==> src/spi_ctl_pkg.sv <==
/*
  shared constants and enums for the SPI housekeeping block
  frame is 8 address bits then 8 data bits, MSB first, SPI mode 0
  select polarity vector is fixed here, not writable over SPI
*/

package spi_ctl_pkg;

  //////////////////////////////////////////////////////////////////////
  // frame geometry

  // one full write or read frame
  localparam int frame_bits = 16;

  // address field, sent first
  localparam int addr_bits = 8;

  // data field follows the address
  localparam int data_bits = frame_bits - addr_bits;

  // bit counter must reach frame_bits without wrapping
  localparam int cnt_bits = $clog2(frame_bits + 1);

  // set/clear registers are one nibble wide
  localparam int nibble_bits = 4;

  //////////////////////////////////////////////////////////////////////
  // routing

  // downstream peripherals on the second select
  localparam int num_periph = 8;

  // bit n set -> peripheral n select is active high
  // lane 0 is the 4094 strobe, which latches on a high level
  localparam logic [num_periph-1:0] periph_ss_polarity = 8'b0000_0001;

  //////////////////////////////////////////////////////////////////////
  // register bank

  // led 0 lit after reset, a visible sign of life
  localparam logic [nibble_bits-1:0] led_reset_value = 4'b0001;

  // address field values; anything else is ignored on write
  // and reads back as zero
  typedef enum logic [addr_bits-1:0] {
    addr_led        = 8'd7,
    addr_route      = 8'd8,
    addr_oe_4094    = 8'd9,
    addr_soft_reset = 8'd11,
    addr_adc        = 8'd14
  } reg_addr_e;

  // frame phase tracked by the bank
  // overrun means more than frame_bits clocks, frame is dropped
  typedef enum logic [1:0] {
    st_idle,
    st_addr,
    st_data,
    st_overrun
  } bank_state_e;

endpackage

==> src/spi_ctl_top.sv <==
/*
  housekeeping block top; spi_ss_n reaches the registers, spi_ss2_n the peripherals
  a write takes effect 3 cs cycles after spi_ss_n rises
*/
`timescale 1ns/100ps

module spi_ctl_top (
  input  logic                                cs,
  input  logic                                reset,
  input  logic                                spi_sck,
  input  logic                                spi_ss_n,
  input  logic                                spi_ss2_n,
  input  logic                                spi_mosi,
  input  logic [spi_ctl_pkg::num_periph-1:0]  periph_miso,
  output logic                                spi_miso,
  output logic [spi_ctl_pkg::nibble_bits-1:0] led,
  output logic [spi_ctl_pkg::nibble_bits-1:0] oe_4094,
  output logic [spi_ctl_pkg::nibble_bits-1:0] adc_ctl,
  output logic [spi_ctl_pkg::num_periph-1:0]  periph_ss,
  output logic [spi_ctl_pkg::num_periph-1:0]  periph_sck,
  output logic [spi_ctl_pkg::num_periph-1:0]  periph_mosi
);

  import spi_ctl_pkg::*;

  // synchronized pin events
  logic sck_rise;
  logic sck_fall;
  logic frame_active;
  logic frame_end;
  logic mosi_bit;

  // bank to router
  logic                 bank_sdo;
  logic [data_bits-1:0] reg_route;

  spi_pin_sync u_pin_sync (
    .cs           (cs),
    .reset        (reset),
    .spi_sck      (spi_sck),
    .spi_ss_n     (spi_ss_n),
    .spi_ss2_n    (spi_ss2_n),
    .spi_mosi     (spi_mosi),
    .sck_rise     (sck_rise),
    .sck_fall     (sck_fall),
    .frame_active (frame_active),
    .frame_end    (frame_end),
    .mosi_bit     (mosi_bit)
  );

  spi_reg_bank u_reg_bank (
    .cs           (cs),
    .reset        (reset),
    .sck_rise     (sck_rise),
    .sck_fall     (sck_fall),
    .frame_active (frame_active),
    .frame_end    (frame_end),
    .mosi_bit     (mosi_bit),
    .bank_sdo     (bank_sdo),
    .reg_led      (led),
    .reg_route    (reg_route),
    .reg_oe_4094  (oe_4094),
    .reg_adc      (adc_ctl)
  );

  // raw pins here, routing must not see the synchronizer delay
  spi_route u_route (
    .reg_route   (reg_route),
    .spi_ss2_n   (spi_ss2_n),
    .spi_sck     (spi_sck),
    .spi_mosi    (spi_mosi),
    .periph_miso (periph_miso),
    .bank_sdo    (bank_sdo),
    .periph_ss   (periph_ss),
    .periph_sck  (periph_sck),
    .periph_mosi (periph_mosi),
    .spi_miso    (spi_miso)
  );

endmodule

==> src/spi_pin_sync.sv <==
/*
  SPI pins are asynchronous to cs; two flops each, pulses 2 cs cycles late
  host must hold each SPI clock half-period for at least 4 cs cycles
  sck edges are dropped unless ss_n is low and ss2_n is high
*/
`timescale 1ns/100ps

module spi_pin_sync (
  input  logic cs,
  input  logic reset,
  input  logic spi_sck,
  input  logic spi_ss_n,
  input  logic spi_ss2_n,
  input  logic spi_mosi,
  output logic sck_rise,
  output logic sck_fall,
  output logic frame_active,
  output logic frame_end,
  output logic mosi_bit
);

  // bit 1 is the settled copy
  logic [1:0] sck_sync;
  logic [1:0] ss_sync;
  logic [1:0] ss2_sync;
  logic [1:0] mosi_sync;

  // previous settled values, for edge detect
  logic sck_prev;
  logic ss_prev;

  // bank listens only when its own select is low
  // and no pass-through transfer is running
  logic edge_en;

  always_ff @(posedge cs)
  begin
    if (reset)
    begin
      // selects idle high, clock idles low in mode 0
      sck_sync  <= 2'b00;
      ss_sync   <= 2'b11;
      ss2_sync  <= 2'b11;
      mosi_sync <= 2'b00;
      sck_prev  <= 1'b0;
      ss_prev   <= 1'b1;
    end
    else
    begin
      sck_sync  <= {sck_sync[0], spi_sck};
      ss_sync   <= {ss_sync[0], spi_ss_n};
      ss2_sync  <= {ss2_sync[0], spi_ss2_n};
      mosi_sync <= {mosi_sync[0], spi_mosi};
      sck_prev  <= sck_sync[1];
      ss_prev   <= ss_sync[1];
    end
  end

  assign edge_en = ~ss_sync[1] & ss2_sync[1];

  // single cycle strobes
  assign sck_rise = edge_en & sck_sync[1] & ~sck_prev;
  assign sck_fall = edge_en & ~sck_sync[1] & sck_prev;

  // frame ends on ss_n going back high
  assign frame_active = ~ss_sync[1];
  assign frame_end    = ss_sync[1] & ~ss_prev;

  assign mosi_bit = mosi_sync[1];

endmodule

==> src/spi_reg_bank.sv <==
/*
  register bank behind the primary SPI select, all logic on cs
  a write commits on frame_end only if exactly frame_bits bits arrived
  readback covers led, route and oe_4094; adc and unknown addresses read 0
*/
`timescale 1ns/100ps

module spi_reg_bank (
  input  logic cs,
  input  logic reset,
  input  logic sck_rise,
  input  logic sck_fall,
  input  logic frame_active,
  input  logic frame_end,
  input  logic mosi_bit,
  output logic bank_sdo,
  output logic [spi_ctl_pkg::nibble_bits-1:0] reg_led,
  output logic [spi_ctl_pkg::data_bits-1:0]   reg_route,
  output logic [spi_ctl_pkg::nibble_bits-1:0] reg_oe_4094,
  output logic [spi_ctl_pkg::nibble_bits-1:0] reg_adc
);

  import spi_ctl_pkg::*;

  bank_state_e state;

  // rising clocks seen this frame, saturates at frame_bits
  logic [cnt_bits-1:0] bit_cnt;

  // incoming frame, address ends up in the top byte
  logic [frame_bits-1:0] frame_sr;

  // address as it stands once the 8th bit is in
  logic [addr_bits-1:0] addr_next;

  // readback path
  logic [data_bits-1:0] rd_value;
  logic [data_bits-1:0] rd_shift;
  logic                 sdo_bit;

  // fields of the finished frame
  logic [addr_bits-1:0]   frame_addr;
  logic [data_bits-1:0]   frame_data;
  logic [nibble_bits-1:0] set_bits;
  logic [nibble_bits-1:0] clr_bits;
  logic                   commit;

  // set/clear update of a nibble register
  // a bit both set and cleared toggles instead
  function automatic logic [nibble_bits-1:0] update_nibble(
    input logic [nibble_bits-1:0] old_val,
    input logic [nibble_bits-1:0] set_val,
    input logic [nibble_bits-1:0] clr_val
  );
    logic [nibble_bits-1:0] both;
    both = set_val & clr_val;
    if (both != '0)
      return old_val ^ both;
    else
      return (old_val | set_val) & ~clr_val;
  endfunction

  //////////////////////////////////////////////////////////////////////
  // frame phase and bit count

  always_ff @(posedge cs)
  begin
    if (reset)
    begin
      state   <= st_idle;
      bit_cnt <= '0;
      sdo_bit <= 1'b0;
    end
    else if (!frame_active)
    begin
      // between frames, ready for the next one
      state   <= st_idle;
      bit_cnt <= '0;
      sdo_bit <= 1'b0;
    end
    else
    begin
      if (state == st_idle)
        state <= st_addr;

      if (sck_rise)
      begin
        // one clock too many, frame is spoilt
        if (bit_cnt == cnt_bits'(frame_bits))
          state <= st_overrun;
        else
        begin
          bit_cnt <= bit_cnt + 1'b1;
          // 8th address bit arriving
          if (bit_cnt == cnt_bits'(addr_bits - 1))
            state <= st_data;
        end
      end

      // read data moves after the falling edge, host samples on the rise
      if (sck_fall && state == st_data)
        sdo_bit <= rd_shift[data_bits-1];
    end
  end

  //////////////////////////////////////////////////////////////////////
  // shifters

  assign addr_next = {frame_sr[addr_bits-2:0], mosi_bit};

  always_ff @(posedge cs)
  begin
    if (sck_rise && state != st_overrun)
      frame_sr <= {frame_sr[frame_bits-2:0], mosi_bit};
  end

  // value to send back, picked as the address completes
  always_comb
  begin
    case (addr_next)
      addr_led:     rd_value = data_bits'(reg_led);
      addr_route:   rd_value = reg_route;
      addr_oe_4094: rd_value = data_bits'(reg_oe_4094);
      default:      rd_value = '0;
    endcase
  end

  // load at the address boundary, then MSB first with zero fill
  always_ff @(posedge cs)
  begin
    if (sck_rise && bit_cnt == cnt_bits'(addr_bits - 1))
      rd_shift <= rd_value;
    else if (sck_fall && state == st_data)
      rd_shift <= {rd_shift[data_bits-2:0], 1'b0};
  end

  // quiet whenever the bank is not selected
  assign bank_sdo = sdo_bit & frame_active;

  //////////////////////////////////////////////////////////////////////
  // write commit

  assign frame_addr = frame_sr[frame_bits-1 -: addr_bits];
  assign frame_data = frame_sr[data_bits-1:0];
  assign set_bits   = frame_data[nibble_bits-1:0];
  assign clr_bits   = frame_data[data_bits-1 -: nibble_bits];

  // short frames stop in st_data with a low count, long ones in overrun
  assign commit = frame_end && state == st_data
                  && bit_cnt == cnt_bits'(frame_bits);

  always_ff @(posedge cs)
  begin
    if (reset)
    begin
      reg_led     <= led_reset_value;
      reg_route   <= '0;
      reg_oe_4094 <= '0;
      reg_adc     <= '0;
    end
    else if (commit)
    begin
      case (frame_addr)
        addr_led:     reg_led     <= update_nibble(reg_led, set_bits, clr_bits);
        addr_route:   reg_route   <= frame_data;
        addr_oe_4094: reg_oe_4094 <= update_nibble(reg_oe_4094, set_bits, clr_bits);
        addr_adc:     reg_adc     <= update_nibble(reg_adc, set_bits, clr_bits);
        addr_soft_reset:
        begin
          // 4094 outputs keep their enable across a soft reset
          reg_led   <= '0;
          reg_route <= '0;
          reg_adc   <= '0;
        end
        default:
        begin
        end
      endcase
    end
  end

endmodule

==> src/spi_route.sv <==
/*
  pass-through from the host pins to one of num_periph peripherals
  purely combinational, no cs involvement; glitches follow the pins
  route values above num_periph select nothing
*/
`timescale 1ns/100ps

module spi_route (
  input  logic [spi_ctl_pkg::data_bits-1:0]  reg_route,
  input  logic                               spi_ss2_n,
  input  logic                               spi_sck,
  input  logic                               spi_mosi,
  input  logic [spi_ctl_pkg::num_periph-1:0] periph_miso,
  input  logic                               bank_sdo,
  output logic [spi_ctl_pkg::num_periph-1:0] periph_ss,
  output logic [spi_ctl_pkg::num_periph-1:0] periph_sck,
  output logic [spi_ctl_pkg::num_periph-1:0] periph_mosi,
  output logic                               spi_miso
);

  import spi_ctl_pkg::*;

  // one-hot lane, zero when route is 0 or out of range
  logic [num_periph-1:0] lane_sel;

  // lane select gated by the second host select
  logic [num_periph-1:0] ss_active;

  // route value v picks lane v-1
  always_comb
  begin
    lane_sel = '0;
    for (int i = 0; i < num_periph; i++)
      lane_sel[i] = (reg_route == data_bits'(i + 1));
  end

  assign ss_active = lane_sel & {num_periph{~spi_ss2_n}};

  // active-high lanes follow ss_active, active-low lanes the inverse
  assign periph_ss = ~(ss_active ^ periph_ss_polarity);

  // unselected lanes held low
  assign periph_sck  = lane_sel & {num_periph{spi_sck}};
  assign periph_mosi = lane_sel & {num_periph{spi_mosi}};

  // bank drives MISO unless a routed transfer is running
  assign spi_miso = spi_ss2_n ? bank_sdo : |(lane_sel & periph_miso);

endmodule

==> config.mk <==
export PLATFORM = sky130hd
export DESIGN_NAME = spi_ctl_top
export DESIGN_NICKNAME = d
export VERILOG_FILES = /design/src/spi_ctl_pkg.sv /design/src/spi_ctl_top.sv /design/src/spi_pin_sync.sv /design/src/spi_reg_bank.sv /design/src/spi_route.sv
export SDC_FILE = /design/constraint.sdc
export NUM_CORES = 1
export LEC_CHECK = 0
export BUFFER_PORTS_ARGS = -buffer_cell sky130_fd_sc_hd__buf_2
export CORE_AREA = 2 2 78 88
export CTS_CLUSTER_DIAMETER = 40
export DETAILED_ROUTE_END_ITERATION = 7
export DIE_AREA = 0 0 80 90
export GPL_ROUTABILITY_DRIVEN = 1
export HOLD_SLACK_MARGIN = 0.12
export PLACE_DENSITY_LB_ADDON = 0.2
export REMOVE_ABC_BUFFERS = 1
export SLEW_MARGIN = 20
export SYNTH_ARGS = -nofsm -noshare
export SYNTH_HDL_FRONTEND = slang
export SYNTH_SLANG_ARGS = --single-unit
==> constraint.sdc <==
create_clock -name cs -period 7.3 [get_ports cs]
set_input_delay 0.73 -clock cs [delete_from_list [all_inputs] [get_ports cs]]
set_output_delay 0.73 -clock cs [all_outputs]
set_load 0.1 [all_outputs]
==> results.sh <==
export IMPL_status="completed"
export IMPL_cts_made_buffers=9
export IMPL_ios=51
export IMPL_synth_ff_type="dfxtp_1"
export IMPL_post_cts_setup_buffer_count=0
export IMPL_io_buffers=50
export IMPL_place_inst=430
export IMPL_power_density_nw_per_um2=188
export IMPL_grt_pass1_vias=2335
export IMPL_slew_violations=0
export IMPL_dieHeight_um=90
export IMPL_fin_crit_ns=3.01
export IMPL_drtPass1Iterations=5
export IMPL_synth_most_common_cell="dfxtp_1"
export IMPL_syn2layout_area_growth_pct=14.9
export IMPL_synth_top_area_cell="dfxtp_1"
export IMPL_die_w_um=80
export IMPL_diodes=0
export IMPL_gp_congestion=0.874
export IMPL_core_area_um2=6360
export IMPL_cts_resized=0
export IMPL_drcViolationCount=0
export IMPL_clk_pin_slew_ns=0.07
export IMPL_ctsHoldBuffers=0
export IMPL_max_cap_violations=0
export IMPL_cts_sink_count=62
export IMPL_finalHoldViolCount=0
export IMPL_multi_input_area_um2=1450
export IMPL_worst_slew_pin_slew_ns=0.634
export IMPL_grt_pass1_wl_um=11500
export IMPL_synthDistinctLibCells=52
export IMPL_slowest_delay_ns=0.43
export IMPL_seq_area_um2=1480
export IMPL_initial_utilization_pct=48.5
export IMPL_rsz0062_at_grt="false"
export IMPL_avgSynthCellArea_um2=9.71
export IMPL_drive_gt1_share_pct=21.2
export IMPL_clock_skew_ns=0.00747
export IMPL_cts_tree="built"
export IMPL_grt_max_degree=37
export IMPL_die_area_um2=7200
export IMPL_antenna_found_initial=0
export IMPL_slew_headroom_pct=57.7
export IMPL_cp_slowest_cell="or3_1"
export IMPL_syn_area_um2=3090
export IMPL_ctsHtreeMaxLevel=3
export IMPL_fp_row_count=31
export IMPL_num_vias=2611
export IMPL_start_kind="flip-flop"
export IMPL_crit_path_end_kind="primary output"
export IMPL_clk_latency_ns=0.34
export IMPL_ys_seq_elements=62
export IMPL_cts_root_buf="clkbuf_8"
export IMPL_wire_per_inst_um=15.8
export IMPL_worstPathCellList="nor4_2 -> nand2_1 -> or3_1 -> or2_2 -> buf_2"
export IMPL_hp_class="flip-flop to flip-flop"
export IMPL_setup_viol=0
export IMPL_vias_per_cell=5.85
export IMPL_fin_nets=375
export IMPL_grt_overflow=0
export IMPL_wl_um=7030
export IMPL_ys_seq_area_share_pct=48.0
export IMPL_max_clock_freq_ghz=0.332
export IMPL_worst_ep_required_time_ns=6.57
export IMPL_yosys_area_top_type_share_pct=24.6
export IMPL_cp_max_fo=7
export IMPL_synth_yosys_warnings=0
export IMPL_ir_worst_vdd_uv=119
export IMPL_grt_usage_pct=20.3
export IMPL_syn_instance_count=318
export IMPL_instances_no_fill=446
export IMPL_synth_commonest_cells="38 x dfxtp_1, 24 x edfxtp_1, 22 x o21ai_0"
export IMPL_synthTopCellsByArea="dfxtp_1 25%, edfxtp_1 23%, o21ai_0 3.6%"
export IMPL_drt_initial_drc_count=137
export IMPL_fin_crit_sh_pct=41.2
export IMPL_fillers=610
export IMPL_leakage_nw=1.25
export IMPL_cts_buffer_depth=2
export IMPL_place_hpwl_um=4880
export IMPL_synth_edf_count=24
export IMPL_setup_tns_ns=0
export IMPL_crit_family="simple AND/OR/NAND/NOR gates"
export IMPL_async_flop_share_pct=0
export IMPL_ant_nets=0
export IMPL_cp_data_arrival_time_ns=2.28
export IMPL_crit_buf_inv=1
export IMPL_worst_setup_path_type="flip-flop to primary output"
-- area by class of cell --
type                            count  share of cell area, %
Timing Repair Buffer               52                   7.48
Tap cell                           82                   2.89
Multi-Input combinational cell    220                   41.0
Clock buffer                       16                   5.40
Sequential cell                    62                   41.8
Inverter                           14                   1.48
-- report_power, final --
| part | internal (mW) | total, mW | switching (mW) | leakage (nW) |
|---|---|---|---|---|
| sequential | 0.360 | 0.363 | 0.00277 | 0.519 |
| clock | 0.163 | 0.286 | 0.122 | 0.0961 |
| combinational | 0.00683 | 0.0182 | 0.0114 | 0.637 |
| total | 0.530 | 0.667 | 0.137 | 1.25 |
-- state kept, by name, indices dropped and copies added (netlist names), 2 cells and up --
register                count
u_pin_sync.mosi_sync        2
u_pin_sync.ss2_sync         2
u_reg_bank.reg_led          4
u_reg_bank.rd_shift         8
u_reg_bank.frame_sr        16
u_reg_bank.state            2
u_reg_bank.bit_cnt          5
u_reg_bank.reg_oe_4094      4
u_reg_bank.reg_route        8
u_pin_sync.ss_sync          2
u_pin_sync.sck_sync         2
u_reg_bank.reg_adc          4
-- final timing paths --
kind	start	slack (ns)	end	cells past startpoint
worst max-delay path	u_reg_bank.reg_route[4]	4.29	periph_ss[2]	5
worst min-delay path	u_pin_sync.ss2_sync[0]	0.42	u_pin_sync.ss2_sync[1]	1
worst max register to register	u_reg_bank.bit_cnt[0]	5.06	u_reg_bank.rd_shift[6]	4
worst min register to register	u_pin_sync.ss2_sync[0]	0.42	u_pin_sync.ss2_sync[1]	1
-- logic make-up (layout without fill, tap and decap cells) --
kind of cell,Yosys count,count (layout),share of synthesized area [%]
AND/OR/NAND/NOR,131,131,25.9
AO/OA/AOI/OAI,77,77,17.1
flip-flops,62,62,48.0
buffers and inverters,36,82,4.90
XOR/XNOR,7,7,1.99
multiplexers,3,3,1.38
adder cells (fa/ha/maj),2,2,0.811
-- per-layer routing --
layer  vias to the layer above  wire length, um  track usage, %
li1                       1298                -               -
met1                      1222             3300            28.0
met2                        81             3250            30.6
met3                        10              380            5.32
met4                         0              104            7.63
met5                         -                0               0
-- cells in the final DEF (no fill, tap or decap), types with 5 or more instances in the layout --
cell type | synthesis | layout
nor3_1 | 9 | 9
clkbuf_8 | 0 | 11
a22o_1 | 6 | 6
edfxtp_1 | 24 | 24
a21oi_1 | 15 | 15
buf_2 | 4 | 50
nand2b_1 | 6 | 6
nor2_1 | 19 | 19
or2_2 | 8 | 8
and2_1 | 5 | 5
and3_1 | 5 | 5
nand4_1 | 13 | 13
nand2_1 | 16 | 16
dfxtp_1 | 38 | 38
xor2_1 | 5 | 5
a211oi_1 | 8 | 8
or3_1 | 11 | 11
inv_1 | 14 | 14
nor4_1 | 6 | 6
nor4bb_1 | 5 | 5
o21ai_0 | 22 | 22
o32ai_1 | 6 | 6
nand3_1 | 7 | 7
nor2b_1 | 6 | 6
-- stage by stage --
stage / hold slack [ns] / utilization, % / area (um2) / total power, mW / setup WS, ns
after floorplan: 0.389 / - / 2990 / 0.379 / 2.80
after global placement: 0.392 / 52.8 / 3360 / 0.389 / 4.64
final: 0.417 / 55.8 / 3550 / 0.667 / 4.29
after detailed placement: 0.400 / 52.8 / 3360 / 0.389 / 4.62
after CTS: 0.418 / 55.8 / 3550 / 0.674 / 4.27
after global routing: 0.432 / 55.8 / 3550 / 0.693 / 4.13
No activity file was read; power rests on OpenSTA's default activity.
